--- src/design/mem_pkg.sv ---
package mem_pkg;

	// Memory geometry
	localparam int ADDR_W = 12;
	localparam int DATA_W = 16;

	// Arbiter ports
	localparam int CLIENTS = 2;
	localparam int CL_DISP = 0;
	localparam int CL_TEST = 1;

	// Read timing
	localparam int BURST    = 8;
	localparam int READ_LAT = 3;

	// Frame buffer, also used as the test region
	localparam logic [ADDR_W-1:0] FB_BASE = 12'h400;
	localparam int FRAME_WORDS = 64;

	// Display FIFO
	localparam int FIFO_DEPTH = 32;
	localparam int LEVEL_W    = 6;

	localparam logic [ADDR_W-1:0] TEST_BASE = FB_BASE;
	localparam int TEST_WORDS = FRAME_WORDS;

	typedef enum logic [1:0] {
		OP_IDLE,
		OP_WRITE,
		OP_READ
	} mem_op_t;

	typedef enum logic [2:0] {
		T_IDLE,
		T_WRITE,
		T_READ_REQ,
		T_READ_WAIT,
		T_DONE
	} test_state_t;

	typedef enum logic [1:0] {
		F_IDLE,
		F_REQ,
		F_WAIT
	} fetch_state_t;

endpackage

--- src/design/pixel_fetch.sv ---
`timescale 1ns/1ps

module pixel_fetch import mem_pkg::*; (
	input  logic               clk10M,
	input  logic               rst_n,
	input  logic               disp_en,
	input  logic               pix_en,
	input  logic [DATA_W-1:0]  rdata,
	input  logic               mem_valid,
	input  logic               ack,
	output logic               req,
	output logic [ADDR_W-1:0]  addr,
	output logic [DATA_W-1:0]  pixel,
	output logic               pix_valid,
	output logic               sof,
	output logic               underrun,
	output logic [LEVEL_W-1:0] level,
	output logic               empty,
	output logic               full
);

	typedef logic [$clog2(BURST)-1:0] burst_t;
	typedef logic [$clog2(FIFO_DEPTH)-1:0] ptr_t;

	fetch_state_t state;
	burst_t       wcnt;
	logic         drop;
	logic         room;
	logic [ADDR_W-1:0] next_addr;

	logic [DATA_W-1:0] fifo [FIFO_DEPTH];
	ptr_t wptr, rptr;
	logic [$clog2(FRAME_WORDS)-1:0] frame_cnt;
	logic push, pop;

	assign req = (state == F_REQ) && disp_en;
	assign room = (level <= LEVEL_W'(FIFO_DEPTH - BURST));
	assign next_addr = (addr == ADDR_W'(FB_BASE + FRAME_WORDS - BURST)) ?
		FB_BASE : addr + ADDR_W'(BURST);

	// Words of a burst granted around a disable are thrown away
	assign push = mem_valid && disp_en && !drop;
	assign pop = disp_en && pix_en && !empty;
	assign empty = (level == '0);
	assign full = (level == LEVEL_W'(FIFO_DEPTH));

	always_ff @(posedge clk10M) begin
		if (!rst_n) begin
			state <= F_IDLE;
			addr <= FB_BASE;
			wcnt <= '0;
			drop <= 1'b0;
		end else begin
			if (!disp_en) begin
				addr <= FB_BASE;
			end else if ((state == F_REQ) && ack) begin
				addr <= next_addr;
			end
			case (state)
				F_IDLE: begin
					if (disp_en && room) begin
						state <= F_REQ;
					end
				end
				F_REQ: begin
					if (ack) begin
						state <= F_WAIT;
						wcnt <= '0;
						drop <= !disp_en;
					end
				end
				F_WAIT: begin
					if (!disp_en) begin
						drop <= 1'b1;
					end
					if (mem_valid) begin
						wcnt <= wcnt + 1'b1;
						if (wcnt == burst_t'(BURST - 1)) begin
							state <= F_IDLE;
							drop <= 1'b0;
						end
					end
				end
				default: state <= F_IDLE;
			endcase
		end
	end

	// FIFO control and pop side
	always_ff @(posedge clk10M) begin
		if (!rst_n || !disp_en) begin
			wptr <= '0;
			rptr <= '0;
			level <= '0;
			frame_cnt <= '0;
			pix_valid <= 1'b0;
			sof <= 1'b0;
			underrun <= 1'b0;
		end else begin
			if (push) begin
				wptr <= wptr + 1'b1;
			end
			if (pop) begin
				rptr <= rptr + 1'b1;
				frame_cnt <= (frame_cnt == FRAME_WORDS - 1) ? '0 : frame_cnt + 1'b1;
			end
			level <= level + LEVEL_W'(push) - LEVEL_W'(pop);
			pix_valid <= pop;
			sof <= pop && (frame_cnt == '0);
			if (pix_en && empty) begin
				underrun <= 1'b1;
			end
		end
	end

	always_ff @(posedge clk10M) begin
		if (push) begin
			fifo[wptr] <= rdata;
		end
		if (pop) begin
			pixel <= fifo[rptr];
		end
	end

	// Requests are sized so the burst always fits
	a_no_overflow: assert property (@(posedge clk10M) disable iff (!rst_n)
		mem_valid |-> !full)
		else $error("burst word arrived with FIFO full");

endmodule

--- config.mk ---
export PLATFORM = sky130hd
export DESIGN_NAME = pixel_fetch
export DESIGN_NICKNAME = d
export VERILOG_FILES = /design/src/design/mem_pkg.sv /design/src/design/pixel_fetch.sv
export SDC_FILE = /design/constraint.sdc
export NUM_CORES = 1
export LEC_CHECK = 0
export ABC_CLOCK_PERIOD_IN_PS = 2800
export CORE_MARGIN = 2
export CORE_UTILIZATION = 55
export CTS_BUF_LIST = sky130_fd_sc_hd__clkbuf_8
export DETAILED_ROUTE_END_ITERATION = 10
export DONT_BUFFER_PORTS = 1
export PLACE_DENSITY = 0.73
export SETUP_SLACK_MARGIN = 0.2
export SLEW_MARGIN = 20
export SYNTH_ARGS = -nofsm -noshare
export SYNTH_HDL_FRONTEND = slang
export SYNTH_SLANG_ARGS = --single-unit
--- constraint.sdc ---
create_clock -name clk10M -period 2.8 [get_ports clk10M]
set_clock_uncertainty 0.05 [all_clocks]
set_input_delay 0.28 -clock clk10M [delete_from_list [all_inputs] [get_ports clk10M]]
set_output_delay 0.28 -clock clk10M [all_outputs]
set_load 0.02 [all_outputs]
# After elaboration in Yosys (flattened, before gate mapping)
# Memories as Yosys holds them, arrays and structs flattened. A register that Yosys moved wholly into a read port is not among the register bits.
# Cells that the tools add are included.
[totals]
mem_count = 1
input_bits = 22
reg_bits = 43
out_inout_bits = 40
elab_cells = 69
ramBits = 512
[classes]
n_mux = 17
n_eq_ne = 10
addsub = 7
order_cmp = 1
reduce_logical = 22
[mem_list]
columns = ["name", "words", "width", "read_ports", "rd_clocked_by_memory_dff", "wr", "line_no", "text"]
rows = [
  ["fifo", 32, 16, 1, 1, 1, "pixel_fetch.sv:31", "logic [DATA_W-1:0] fifo [FIFO_DEPTH];"],
]
[ops]
columns = ["cell", "n"]
rows = [
  ["12-bit by 4-bit adder with 12-bit output (second input constant)", 1],
  ["12-bit by 11-bit equality test with 1-bit output (second input constant)", 1],
  ["6-bit equality test (second input constant)", 2],
  ["6-bit logical NOT", 2],
  ["12-bit two-way mux", 1],
  ["5-bit by 1-bit adder with 5-bit output (second input constant)", 2],
  ["1-bit logical AND", 9],
  ["2-bit two-way mux", 4],
  ["2-bit inequality test (second input constant)", 4],
  ["6-bit by 1-bit adder with 6-bit output", 1],
  ["6-bit by 1-bit adder with 6-bit output (second input constant)", 1],
  ["6-bit by 5-bit <= comparator with 1-bit output (second input constant)", 1],
  ["1-bit two-way mux", 6],
  ["3-bit two-way mux", 2],
  ["6-bit two-way mux", 1],
  ["2-bit case mux with 3 select lines", 1],
  ["3-bit case mux with 2 select lines", 1],
  ["6-bit by 1-bit subtractor with 6-bit output", 1],
  ["1-bit logical NOT", 4],
  ["2-bit AND reduction", 2],
  ["4-bit AND reduction", 1],
  ["3-bit by 1-bit adder with 3-bit output (second input constant)", 1],
  ["3-bit equality test (second input constant)", 1],
  ["3-bit AND reduction", 1],
  ["other kinds (6)", 6],
]

# Depth between registers and ports, before layout
[logic_depth]
word_depth = 4
depth_mapped = 15
ltp_nobuf = 13

# Worst setup path after synthesis
# Ideal clock, no wire load.
[synth_timing]
path_type = "register to register"
from = "register level[3]"
to = "register level[4]"
n_path_buf = 2
slack_ps = -348
t_arrival_ps = 2967
setup_time_ps = 132
stages_incl_launch_ff = 16
period_less_slack_ps = 3148
required_time_ps = 2618
cell_sequence = "dfxtp_1 inv_1 ha_1 nand4bb_1 clkbuf_1 and2_1 buf_2 ha_1 inv_1 ha_1 inv_1 fa_1 nand2b_1 a21oi_1 o21a_1 nor3_1"
[synth_via]
elab_chain_len = 4
word_cells_on_any_way = 5
cone_classes = "add/sub (2); reduce/logical (3)"
[synth_lines]
columns = ["element", "line_no", "text"]
rows = [
  ["start: declaration", "pixel_fetch.sv:17", "output logic [LEVEL_W-1:0] level,"],
  ["start signal: assignment", "pixel_fetch.sv:107", "level <= level + LEVEL_W'(push) - LEVEL_W'(pop);"],
  ["6-bit logical NOT", "pixel_fetch.sv:44", "assign empty = (level == '0);"],
  ["1-bit logical NOT", "pixel_fetch.sv:43", "assign pop = disp_en && pix_en && !empty;"],
  ["1-bit logical AND", "pixel_fetch.sv:43", ""],
  ["net pop", "pixel_fetch.sv:34", "logic push, pop;"],
  ["6-bit by 1-bit subtractor with 6-bit output", "pixel_fetch.sv:107", ""],
]
# The timed path passes the listed nets, and every way through them passes these cells.
# A chain may end at the register's enable or synchronous reset.

# Worst setup path after layout
[layout_timing]
from = "register level[2]"
to = "register level[4]"
[layout_via]
elab_chain_len = 4
word_cells_on_any_way = 5
cone_classes = "add/sub (2); reduce/logical (3)"
[layout_lines]
columns = ["element", "line_no"]
rows = [
  ["parallel branches: the longest is 3 deep, another holds 6-bit by 1-bit adder with 6-bit output", "-"],
  ["6-bit by 1-bit subtractor with 6-bit output (*)", "pixel_fetch.sv:107"],
]
# Mark *: on every way between the ends.

==> metrics.yaml <==
cp_data_arrival_time_ps: 2990
cts.sinks: 568
drtIter0Drc: 1320
design_area_mm2: 0.0253
netlist_instances: 1141
period_needed_ps: 2570
start_util_pct: 55.8
holdWs_ps: 38.5
pin_count: 62
antenna_found_initial: 2
yosysUniqueCellTypes: 53
layout_commonest_cell: "edfxtp_1"
ys_seq_elements: 568
max_freq_mhz: 390
final_hold_viol_count: 0
ys.flop_type: "edfxtp_1"
fin_total_pwr_mw: 16.8
synthToLayoutAreaGrowth_pct: 13.9
cts_buffers: 86
h-tree-depth: 3
ir_worst_vdd_mv: 0.438
tns_ps: 0
rsz0062_at_grt: "true"
drc: 0
final_cell_mix: "edfxtp_1 (528), mux4_2 (93), clkbuf_8 (90)"
hold_path_startpoint: "mem_valid"
ant_nets: 0
grt.total_usage_pct: 24.0
synth_edf_count: 528
powerDensity_mw_per_mm2: 664
gp_congestion: 0.798
cts_tree: "yes"
r2r_start: "level[2]$_SDFF_PN0_"
wl_per_cell_um: 26.0
worst_slew_pin_slew_ps: 742
grt_pass1_wl_um: 73100
die_w_um: 205
slowest_stage: "fa_1"
crit_family: "adder cells"
place_area_mm2: 0.0233
viasPerCell: 6.13
path_cells: "inv_2 > ha_2 > nand4bb_1 > and2_1 > ha_1 > inv_1 > ha_1 > inv_1 > fa_1 > nand2b_4 > a21oi_4 > o21a_1 > nor3_2"
overflow: 0
dr_total_vias: 11548
slew_headroom_pct: 50.4
grt_max_degree: 45
drv_slew: 0
core.rowCount: 73
cts.clk_slew.worst_paths_ps: 70
crit_type: "reg2reg"
worst-path-max-fanout: 3
port_buffers: 0
critPathCaptureType: "register"
coreArea_mm2: 0.0398
maxCapViolations: 0
dieArea_mm2: 0.0420
drive_above_1_share_pct: 25.6
clk_latency_ps: 640
setup_viol: 0
clock_path_buffers: 3
syn_area_mm2: 0.0222
crit_buf_inv: 3
finalNetCount: 1337
synth_seq_area_share_pct: 75.0
required_ps: 3220
startpoint_type: "register"
max_stage_delay_ps: 410
grt_pass1_vias: 11919
min_path_type: "in2reg"
cts_root_buf: "clkbuf_8"
die_y_um: 205
p_leak_nw: 8.07
rrSetupSlack_ps: 230
outcome: "finished, final reports clean"
async_reset_ff_share_pct: 0
finalCritPeriodShare_pct: 91.6
wirelength_um: 49000
dr.pass1.iters: 5
dpl.hpwl_um: 30100
fillers: 2755
postSynthAreaPerCell_um2: 19.5
yosys_warnings: 0
worstSetupStartpoint: "level[2]$_SDFF_PN0_"
flip-flops by register name, summed over array words and instances (netlist names), 2 cells and up:
| register | cells |
|---|---|
| fifo | 512 |
| pixel | 16 |
| addr | 9 |
| frame_cnt | 6 |
| level | 6 |
| rptr | 5 |
| wptr | 5 |
| wcnt | 3 |
| state | 2 |
cell families (layout without fill, tap and decap cells):
logic type	after synthesis	after routing	share of synthesized area [%]
flops	568	568	75.0
mux	166	166	12.9
simple gates	145	145	3.24
compound gates	139	139	4.74
buf+inv	82	298	2.08
fa+ha+maj	22	22	1.27
xor+xnor	18	18	0.710
other cells	1	4	0.0169
path summary, 6_finish.rpt:
kind                                                  end  cells past startpoint
worst max-delay path                  level[4]$_SDFF_PN0_                     13
worst min-delay path                 wcnt[0]$_SDFFE_PN0P_                      3
worst max register to register        level[4]$_SDFF_PN0_                     13
worst min register to register  frame_cnt[5]$_SDFFE_PN0P_                      2
where the power goes:
group	total (mW)	internal [mW]	leakage, nW	switching, mW
clock	6.19	3.15	0.905	3.04
combinational	1.13	0.472	2.09	0.659
sequential	9.48	9.37	5.08	0.107
total	16.8	13.0	8.07	3.80
through the flow:
step | setup WS [ps] | instances | utilization, %
2_1_floorplan | 4.10 | 1143 | -
3_3_place_gp | 231 | 1698 | 58.6
3_5_place_dp | 151 | 1698 | 58.6
4_1_cts | 203 | 1882 | 63.5
5_1_grt | 113 | 1885 | 63.5
6_report | 235 | 1885 | 63.5
Yosys cell counts (all sizes together), types with 2 or more instances:
cell     number  area [um^2]
a211oi        2         15.0
nor3          6         30.0
nor2         62          233
buf          37          294
or3           3         18.8
nand4         9         56.3
and3b         4         35.0
nor3b         2         15.0
clkbuf       25         93.8
and3          7         43.8
nand3         8         40.0
ha           21          263
a2111oi      12          180
nor4          4         25.0
xor2         10         87.6
o21ai         4         20.0
and2          5         31.3
dfxtp        40          801
a31oi         2         12.5
nor2b         5         31.3
mux4         96         2170
nand2        18         67.6
edfxtp      528        15900
mux2i        69          691
a22oi        24          180
o221ai       19          166
nand3b        4         30.0
nand2b        3         18.8
a21oi        41          205
or3b          2         17.5
o22ai        13         81.3
a22o         13          114
a311oi        2         17.5
xnor2         8         70.1
inv          20         75.1
o21a          2         15.0
worst register-to-register path: stages (launching register included):
cell	delay, ps
dfxtp_4	380
inv_2	80
ha_2	180
nand4bb_1	120
and2_1	170
ha_1	270
inv_1	60
ha_1	150
inv_1	60
fa_1	410
nand2b_4	170
a21oi_4	130
o21a_1	150
nor3_2	50
layer usage:
metal / wire length, um / share of wire (%) / vias up / track usage, %
li1: - / - / 4989 / -
met1: 19600 / 40 / 5906 / 33.2
met2: 23500 / 48 / 560 / 37.7
met3: 4580 / 9.3 / 91 / 6.25
met4: 1360 / 2.8 / 2 / 8.09
met5: 7 / 0.014 / - / 0
cell type report:
class / count / area [um^2] / area share [%]
Sequential cell: 568 / 16700 / 65.9
Multi-Input combinational cell: 493 / 5200 / 20.6
Clock buffer: 90 / 1240 / 4.90
Timing Repair Buffer: 124 / 1140 / 4.50
Tap cell: 525 / 657 / 2.60
Clock inverter: 64 / 312 / 1.23
Inverter: 20 / 75.1 / 0.297
Antenna cell: 1 / 2.50 / 0.00989
timing repair:
action | 4_1_cts | 5_1_grt
setup buffers | 0 | 2
pin swaps | 0 | 1
hold buffers | 30 | 0
endpoints found under the hold margin | 525 | 0
resized for setup | 4 | 5
endpoints found under the setup margin | 1 | 7
No activity file was read; power rests on OpenSTA's default activity.
